**config.mk**
```make
export PLATFORM = sky130hd
export DESIGN_NAME = div_unit
export DESIGN_NICKNAME = d
export VERILOG_FILES = /design/src/logic/div_types_pkg.sv /design/src/logic/div_op_pkg.sv /design/src/logic/div_step_if.sv /design/src/logic/div_operand_prep.sv /design/src/logic/div_shift_sub.sv /design/src/logic/div_ctrl.sv /design/src/logic/div_result_fix.sv /design/src/logic/div_unit.sv
export SDC_FILE = /design/constraint.sdc
export NUM_CORES = 1
export LEC_CHECK = 0
export BUFFER_PORTS_ARGS = -buffer_cell sky130_fd_sc_hd__buf_2
export CORE_MARGIN = 10
export CORE_UTILIZATION = 57
export CTS_CLUSTER_SIZE = 10
export DETAILED_ROUTE_END_ITERATION = 8
export GPL_TIMING_DRIVEN = 0
export PLACE_DENSITY = 0.73
export SKIP_CTS_REPAIR_TIMING = 1
export SLEW_MARGIN = 20
export SYNTH_ARGS = -nofsm -noshare
export SYNTH_HDL_FRONTEND = slang
export SYNTH_HIERARCHICAL = 1
export SYNTH_SLANG_ARGS = --single-unit
```
**constraint.sdc**
```tcl
create_clock -name clk -period 3.3 [get_ports clk]
set_input_delay 0.66 -clock clk [delete_from_list [all_inputs] [get_ports clk]]
set_output_delay 0.66 -clock clk [all_outputs]
set_load 0.01 [all_outputs]
```
**src/logic/div_types_pkg.sv**
```systemverilog
`default_nettype none

package div_types_pkg;

    // Destination register file index width
    parameter int ADDR_W = 5;

    // Wide enough to hold a bit position or a step count from 0 to 32
    parameter int STEP_W = 6;

    typedef logic [ADDR_W-1:0] reg_addr_t;

    // Remaining iterations, or a leading-one position inside an operand
    typedef logic [STEP_W-1:0] step_cnt_t;

endpackage : div_types_pkg

`default_nettype wire

```
**src/logic/div_op_pkg.sv**
```systemverilog
`default_nettype none

package div_op_pkg;

    // Which half of the division is written back
    typedef enum logic {
        DIV_QUOT = 1'b0,
        DIV_REM  = 1'b1
    } div_kind_e;

    typedef enum logic [1:0] {
        ST_IDLE   = 2'd0,  // Waiting for an issue
        ST_ITER   = 2'd1,  // One restoring step per cycle
        ST_FINISH = 2'd2   // Hand the result to the writeback register
    } ctrl_state_e;

endpackage : div_op_pkg

`default_nettype wire

```
**src/logic/div_step_if.sv**
```systemverilog
`default_nettype none

interface div_step_if #(
    parameter int DATA_W = 32
);

    logic                      load;       // Capture operands and align the divisor
    logic                      step;       // Perform one compare and subtract
    div_types_pkg::step_cnt_t  shift_amt;  // Left shift applied to the divisor on load

    logic [DATA_W-1:0]         quotient_mag;
    logic [DATA_W-1:0]         remainder_mag;

    modport ctrl (
        output load,
        output step,
        output shift_amt
    );

    modport dp (
        input  load,
        input  step,
        input  shift_amt,
        output quotient_mag,
        output remainder_mag
    );

endinterface : div_step_if

`default_nettype wire

```
**src/logic/div_operand_prep.sv**
```systemverilog
`default_nettype none

module div_operand_prep #(
    parameter int DATA_W = 32
) (
    input  wire logic [DATA_W-1:0]       dividend,
    input  wire logic [DATA_W-1:0]       divisor,
    input  wire logic                    is_signed,

    output logic [DATA_W-1:0]            dividend_mag,
    output logic [DATA_W-1:0]            divisor_mag,
    output logic                         dividend_neg,
    output logic                         divisor_neg,
    output div_types_pkg::step_cnt_t     shift_amt,
    output div_types_pkg::step_cnt_t     step_count,
    output logic                         div_by_zero,
    output logic                         too_small
);

    div_types_pkg::step_cnt_t dividend_lead;
    div_types_pkg::step_cnt_t divisor_lead;

    // Index of the highest set bit where an all-zero vector gives zero
    function automatic div_types_pkg::step_cnt_t lead_one(input logic [DATA_W-1:0] v);
        div_types_pkg::step_cnt_t pos;
        pos = '0;
        for (int i = 0; i < DATA_W; i++) begin
            if (v[i]) begin
                pos = div_types_pkg::step_cnt_t'(i);
            end
        end
        return pos;
    endfunction

    assign dividend_neg = is_signed & dividend[DATA_W-1];
    assign divisor_neg  = is_signed & divisor[DATA_W-1];

    // The most negative value maps to 2**(DATA_W-1), which still fits unsigned
    assign dividend_mag = dividend_neg ? (~dividend + 1'b1) : dividend;
    assign divisor_mag  = divisor_neg ? (~divisor + 1'b1) : divisor;

    assign dividend_lead = lead_one(dividend_mag);
    assign divisor_lead  = lead_one(divisor_mag);

    assign div_by_zero = (divisor_mag == '0);

    always_comb begin
        too_small = 1'b0;
        if (!div_by_zero) begin
            too_small = (dividend_mag == '0) || (dividend_lead < divisor_lead);
        end
    end

    // Only meaningful when neither early-out flag is set
    assign shift_amt  = dividend_lead - divisor_lead;
    assign step_count = shift_amt + 1'b1;

endmodule : div_operand_prep

`default_nettype wire

```
**src/logic/div_shift_sub.sv**
```systemverilog
`default_nettype none

module div_shift_sub #(
    parameter int DATA_W = 32
) (
    input  wire logic               clk,
    input  wire logic               rst_n,
    input  wire logic [DATA_W-1:0]  dividend_mag,
    input  wire logic [DATA_W-1:0]  divisor_mag,
    div_step_if.dp                  step_if
);

    logic [DATA_W-1:0] rem_q;   // Partial remainder
    logic [DATA_W-1:0] dvs_q;   // Aligned divisor that moves right one bit per step
    logic [DATA_W-1:0] quo_q;
    logic              fits;

    assign fits = (rem_q >= dvs_q);

    always_ff @(posedge clk or negedge rst_n) begin
        if (!rst_n) begin
            rem_q <= '0;
            dvs_q <= '0;
            quo_q <= '0;
        end else if (step_if.load) begin
            rem_q <= dividend_mag;
            dvs_q <= divisor_mag << step_if.shift_amt;  // Leading ones now line up
            quo_q <= '0;
        end else if (step_if.step) begin
            if (fits) begin
                rem_q <= rem_q - dvs_q;
            end
            quo_q <= {quo_q[DATA_W-2:0], fits};
            dvs_q <= dvs_q >> 1;
        end
    end

    assign step_if.quotient_mag  = quo_q;
    assign step_if.remainder_mag = rem_q;

endmodule : div_shift_sub

`default_nettype wire

```
**src/logic/div_ctrl.sv**
```systemverilog
`default_nettype none

module div_ctrl (
    input  wire logic                       clk,
    input  wire logic                       rst_n,
    input  wire logic                       issue_valid,
    input  wire div_op_pkg::div_kind_e      issue_kind,
    input  wire div_types_pkg::reg_addr_t   issue_dest,
    input  wire logic                       dividend_neg,
    input  wire logic                       divisor_neg,
    input  wire logic                       div_by_zero,
    input  wire logic                       too_small,
    input  wire div_types_pkg::step_cnt_t   step_count,
    input  wire div_types_pkg::step_cnt_t   shift_amt,

    output logic                            busy,
    output logic                            capture,
    output logic                            bypass,
    output div_op_pkg::div_kind_e           kind,
    output logic                            quot_neg,
    output logic                            rem_neg,
    output div_types_pkg::reg_addr_t        dest,
    div_step_if.ctrl                        step_if
);

    div_op_pkg::ctrl_state_e   state;
    div_types_pkg::step_cnt_t  cnt_q;
    div_op_pkg::div_kind_e     kind_q;
    div_types_pkg::reg_addr_t  dest_q;
    logic                      accept;
    logic                      early;

    assign accept = issue_valid && (state == div_op_pkg::ST_IDLE);
    assign early  = div_by_zero || too_small;
    assign busy   = (state != div_op_pkg::ST_IDLE);

    always_ff @(posedge clk or negedge rst_n) begin
        if (!rst_n) begin
            state    <= div_op_pkg::ST_IDLE;
            cnt_q    <= '0;
            kind_q   <= div_op_pkg::DIV_QUOT;
            dest_q   <= '0;
            quot_neg <= 1'b0;
            rem_neg  <= 1'b0;
        end else begin
            case (state)
                div_op_pkg::ST_IDLE: begin
                    if (issue_valid) begin
                        kind_q   <= issue_kind;
                        dest_q   <= issue_dest;
                        quot_neg <= dividend_neg ^ divisor_neg;
                        rem_neg  <= dividend_neg;  // Remainder follows the dividend
                        if (!early) begin
                            cnt_q <= step_count;
                            state <= div_op_pkg::ST_ITER;
                        end
                    end
                end
                div_op_pkg::ST_ITER: begin
                    cnt_q <= cnt_q - 1'b1;
                    if (cnt_q == div_types_pkg::step_cnt_t'(1)) begin
                        state <= div_op_pkg::ST_FINISH;
                    end
                end
                div_op_pkg::ST_FINISH: state <= div_op_pkg::ST_IDLE;
                default: state <= div_op_pkg::ST_IDLE;
            endcase
        end
    end

    // Early outs are written back straight from the issue, so pass it through
    always_comb begin
        if (accept) begin
            kind = issue_kind;
            dest = issue_dest;
        end else begin
            kind = kind_q;
            dest = dest_q;
        end
    end

    assign bypass  = accept && early;
    assign capture = bypass || (state == div_op_pkg::ST_FINISH);

    assign step_if.load      = accept && !early;
    assign step_if.step      = (state == div_op_pkg::ST_ITER);
    assign step_if.shift_amt = shift_amt;

endmodule : div_ctrl

`default_nettype wire

```
**src/logic/div_result_fix.sv**
```systemverilog
`default_nettype none

module div_result_fix #(
    parameter int DATA_W = 32
) (
    input  wire logic                       clk,
    input  wire logic                       rst_n,
    input  wire logic                       capture,
    input  wire logic                       bypass,
    input  wire div_op_pkg::div_kind_e      kind,
    input  wire logic                       quot_neg,
    input  wire logic                       rem_neg,
    input  wire div_types_pkg::reg_addr_t   dest,
    input  wire logic [DATA_W-1:0]          quotient_mag,
    input  wire logic [DATA_W-1:0]          remainder_mag,
    input  wire logic [DATA_W-1:0]          bypass_dividend,
    input  wire logic [DATA_W-1:0]          bypass_zero_div,

    output logic                            result_valid,
    output logic [DATA_W-1:0]               result,
    output div_types_pkg::reg_addr_t        result_dest
);

    logic [DATA_W-1:0] quot_signed;
    logic [DATA_W-1:0] rem_signed;
    logic [DATA_W-1:0] next_result;

    assign quot_signed = quot_neg ? (~quotient_mag + 1'b1) : quotient_mag;
    assign rem_signed  = rem_neg ? (~remainder_mag + 1'b1) : remainder_mag;

    always_comb begin
        if (bypass) begin
            // Quotient is all ones on zero divisor and zero when too small
            next_result = (kind == div_op_pkg::DIV_REM) ? bypass_dividend : bypass_zero_div;
        end else begin
            next_result = (kind == div_op_pkg::DIV_REM) ? rem_signed : quot_signed;
        end
    end

    always_ff @(posedge clk or negedge rst_n) begin
        if (!rst_n) begin
            result_valid <= 1'b0;
        end else begin
            result_valid <= capture;  // Single cycle writeback pulse
        end
    end

    always_ff @(posedge clk) begin
        if (capture) begin
            result      <= next_result;
            result_dest <= dest;
        end
    end

endmodule : div_result_fix

`default_nettype wire

```
**src/logic/div_unit.sv**
```systemverilog
`default_nettype none

module div_unit #(
    parameter int DATA_W = 32
) (
    input  wire logic                       clk,
    input  wire logic                       rst_n,
    input  wire logic                       issue_valid,
    input  wire div_op_pkg::div_kind_e      issue_kind,
    input  wire logic                       is_signed,
    input  wire logic [DATA_W-1:0]          dividend,
    input  wire logic [DATA_W-1:0]          divisor,
    input  wire div_types_pkg::reg_addr_t   issue_dest,

    output logic                            busy,
    output logic                            result_valid,
    output logic [DATA_W-1:0]               result,
    output div_types_pkg::reg_addr_t        result_dest
);

    logic [DATA_W-1:0]         dividend_mag;
    logic [DATA_W-1:0]         divisor_mag;
    logic                      dividend_neg;
    logic                      divisor_neg;
    div_types_pkg::step_cnt_t  shift_amt;
    div_types_pkg::step_cnt_t  step_count;
    logic                      div_by_zero;
    logic                      too_small;
    logic                      capture;
    logic                      bypass;
    div_op_pkg::div_kind_e     kind;
    logic                      quot_neg;
    logic                      rem_neg;
    div_types_pkg::reg_addr_t  dest;

    div_step_if #(.DATA_W(DATA_W)) step_if ();

    div_operand_prep #(.DATA_W(DATA_W)) u_prep (
        .dividend     (dividend),
        .divisor      (divisor),
        .is_signed    (is_signed),
        .dividend_mag (dividend_mag),
        .divisor_mag  (divisor_mag),
        .dividend_neg (dividend_neg),
        .divisor_neg  (divisor_neg),
        .shift_amt    (shift_amt),
        .step_count   (step_count),
        .div_by_zero  (div_by_zero),
        .too_small    (too_small)
    );

    div_ctrl u_ctrl (
        .clk          (clk),
        .rst_n        (rst_n),
        .issue_valid  (issue_valid),
        .issue_kind   (issue_kind),
        .issue_dest   (issue_dest),
        .dividend_neg (dividend_neg),
        .divisor_neg  (divisor_neg),
        .div_by_zero  (div_by_zero),
        .too_small    (too_small),
        .step_count   (step_count),
        .shift_amt    (shift_amt),
        .busy         (busy),
        .capture      (capture),
        .bypass       (bypass),
        .kind         (kind),
        .quot_neg     (quot_neg),
        .rem_neg      (rem_neg),
        .dest         (dest),
        .step_if      (step_if.ctrl)
    );

    div_shift_sub #(.DATA_W(DATA_W)) u_shift_sub (
        .clk          (clk),
        .rst_n        (rst_n),
        .dividend_mag (dividend_mag),
        .divisor_mag  (divisor_mag),
        .step_if      (step_if.dp)
    );

    // Early outs take the raw dividend as the remainder
    div_result_fix #(.DATA_W(DATA_W)) u_result_fix (
        .clk             (clk),
        .rst_n           (rst_n),
        .capture         (capture),
        .bypass          (bypass),
        .kind            (kind),
        .quot_neg        (quot_neg),
        .rem_neg         (rem_neg),
        .dest            (dest),
        .quotient_mag    (step_if.quotient_mag),
        .remainder_mag   (step_if.remainder_mag),
        .bypass_dividend (dividend),
        .bypass_zero_div ({DATA_W{div_by_zero}}),
        .result_valid    (result_valid),
        .result          (result),
        .result_dest     (result_dest)
    );

endmodule : div_unit

`default_nettype wire

```
==> flow_summary.ini <==
[layout]
postLayoutCoreUtil_pct = 71.25
synthToLayoutAreaGrowth_pct = 23.04
stdcell_count = 2311
diodes = 0
drive_gt1_share_pct = 26.92
nets = 2084

[cts]
clock_latency_ns = 0.44
path_clk_slew_ns = 0.08
clkSinkCount = 150
cts_tree = yes
cts_buffers = 17
clockBufferDepth = 2
cts_root_buf = clkbuf_16
ctsHtreeMaxLevel = 4

[logic_synthesis]
yosysMostFrequentCell = nand2_1
synth_edf_count = 37
synth_ff_type = dfrtp_1
synth-seq-area-share_pct = 26.10
synthAdderAreaFrac_pct = 3.997
ys_types = 103
synth_common_cells = nand2_1, nor2_1, mux2i_1, dfrtp_1, o21ai_0
synth_top_family_by_area = compound AO/OA/AOI/OAI gates
yosys.area_share.simple_pct = 19.22
ys_warn_count = 6
synthTopCellsByArea = dfrtp_1, mux2i_1, edfxtp_1
netlist_area_sq_mm = 0.01509
synthArstFlopShare_pct = 75.33
synth_area_per_cell_sq_um = 8.530
synth_cells = 1769
synth_fp_nets = 1890
yosys.area_share.xor_xnor_pct = 8.250
yosysTopAreaCell = dfrtp_1
ys_ff_latch = 150
synthMuxAreaShare_pct = 14.88
synth_compound_area_share_pct = 21.45
synth_top_area_share_pct = 18.74

[detailed_routing]
avgRoutedWirePerCell_um = 23.25
drc_errors = 0
routed_via_density = 6.660
routed_wl_mm = 53.74
drtIter0Drc = 1885
num_vias = 15390
ant_nets = 0
detail_route.first_pass.iterations = 6

[power]
p_sw_share_pct = 49.66
clkPwrFrac_pct = 10.8
p_seq_share_pct = 21.2
power.switching_w = 0.009023
power_leakage_nw = 7.877
pwr-share-comb_pct = 68.0
max-vdd-ir-drop_uv = 832.9
cellPowerDensity_mw_per_mm2 = 978.6
internal_power_w = 0.009146

[outcome]
status = complete, but fails checks
violations = negative setup slack

[critical_path]
required_ns = 3.67
cp_slowest_cell = or4_4
worstReg2RegStart = u_shift_sub/step_if.remainder_mag[0]
end_kind = register
critPathLaunchType = primary input
critPathLaunch = divisor[22]
crit_type = in -> reg
cpMostUsedCell = nor2_4
arrival_ns = 6.18
path_max_fanout = 5
slowest_delay_ns = 0.57
rrSetupSlack_ns = -0.43

[place]
gp_congestion = 0.9765
place_inst = 2215
portBuffers = 108
hpwl_mm = 40.67

[sta]
fin_worst_skew_ns = 0.01699
tns_ns = -382.76
max-slew-margin-rel_pct = 33.51
period_share_pct = 176.1
finalHoldViolCount = 0
fin_hold_ws_ns = 0.1366
slew_viol_final = 0
setup_ws_ns = -2.513
tightest_slew_ns = 0.9974
max_freq_mhz = 172.0
rsz0062_at_grt = true
min_period_ns = 5.813
finalSetupViolCount = 173

[global_routing]
antenna_found_initial = 0
first_global_vias = 14250
grt_max_degree = 73
track_usage_pct = 29.73
grt_pass1_wl_mm = 80.10
use_met1_pct = 39.35
globalRouteMet2Util_pct = 48.33
use_met3_pct = 5.203
busiest_layer = met2
gr-total-overflow = 0

[worst_hold_path]
hold_class = in -> async

[flow_run]
maxCapViolCount = 0

[floorplanning]
die_h_um = 182.7
rows = 59
pin_count = 113
design.core.area_sq_mm = 0.02606
start_util_pct = 57.91
die-area_sq_mm = 0.03338
fp.dieW_um = 182.7
## layout make-up
class	instances	area (sq um)
Inverter	98	372.9
Clock inverter	15	182.7
Tap cell	335	419.2
Fill cell	2117	7492
Buffer	111	905.9
Clock buffer	17	425.4
Timing Repair Buffer	179	1279
Sequential cell	150	3939
Multi-Input combinational cell	1406	11040
## power groups by stage
stage / sequential, W / combinational, W / clock, W
final: 0.00386 / 0.0123 / 0.00197
after CTS: 0.00379 / 0.0113 / 0.00199
after floorplan: 0.00345 / 0.00863 / 0
after global placement: 0.00380 / 0.0111 / 0
after detailed placement: 0.00382 / 0.0112 / 0
after global routing: 0.00395 / 0.0133 / 0.00206
## cell families (layout without fill, tap and decap cells)
family / Yosys count / after routing
AO/OA/AOI/OAI: 486 / 486
XOR/XNOR: 140 / 140
adder cells (fa/ha/maj): 47 / 47
buffers and inverters: 214 / 420
flip-flops: 150 / 150
multiplexers: 183 / 183
AND/OR/NAND/NOR: 549 / 550
## registers in the layout, indices dropped and copies added, names as in the netlist
name,count
u_shift_sub/step_if.quotient_mag,32
u_ctrl/dest_q,5
u_shift_sub/dvs_q,32
u_ctrl/quot_neg,1
u_result_fix/result,32
u_ctrl/cnt_q,6
u_result_fix/result_valid,1
u_result_fix/result_dest,5
u_ctrl/kind_q,1
u_ctrl/state,2
u_shift_sub/step_if.remainder_mag,32
u_ctrl/rem_neg,1
## cells in the final DEF (no fill, tap or decap), types with 13 or more instances in the layout
cell       instances
a21o_1            23
a21oi_1           92
a31oi_1           33
buf_12            13
buf_2            115
buf_4             74
clkbuf_1          25
clkbuf_16         23
clkbuf_2          18
dfrtp_1          113
edfxtp_1          37
ha_1              43
inv_1             92
mux2_2            30
mux2i_1          113
mux4_2            28
nand2_1          139
nand2b_1          14
nand3_1           25
nand4_1           17
nor2_1           130
nor2b_1           19
nor3_1            27
nor4_1            17
o211ai_1          16
o21ai_0           66
o21ai_1           54
o22ai_1           17
o31ai_1           23
or3_1             15
or4_1             17
xnor2_1           78
xor2_1            50
## metrics by stage
stage          area (sq um)  setup WS [ns]  power [W]
3_3_place_gp          16340         -4.290    0.01486
2_1_floorplan         15380         -2.481    0.01208
4_1_cts               17000         -3.805    0.01709
5_1_grt               18570         -2.669    0.01931
6_report              18570         -2.513    0.01817
3_5_place_dp          16390         -4.228    0.01505
## final timing paths
| path | endpoint | cells after the start |
|---|---|---|
| min reg2reg | u_ctrl/dest_q[1] | 1 |
| min in group clk | u_ctrl/dest_q[4] | 2 |
| max | u_shift_sub/dvs_q[16] | 29 |
| max reg2reg | u_shift_sub/step_if.remainder_mag[21] | 13 |
| min | u_ctrl/cnt_q[4] | 1 |
| max in group asynchronous | u_shift_sub/dvs_q[9] | 2 |
## worst max-delay path: cells and delay by family
family	cells	cell delay [ns]
compound gates	8	1.28
simple gates	11	2.88
buf+inv	7	0.77
fa+ha+maj	2	0.39
xor+xnor	1	0.18
## metal layers
layer | wire length (um) | vias up
met3 | 4940 | 153
met5 | 0 | -
met2 | 24770 | 880
li1 | - | 6965
met1 | 21930 | 7393
met4 | 2097 | 0
Note: power is estimated with default switching activity, not from simulation.
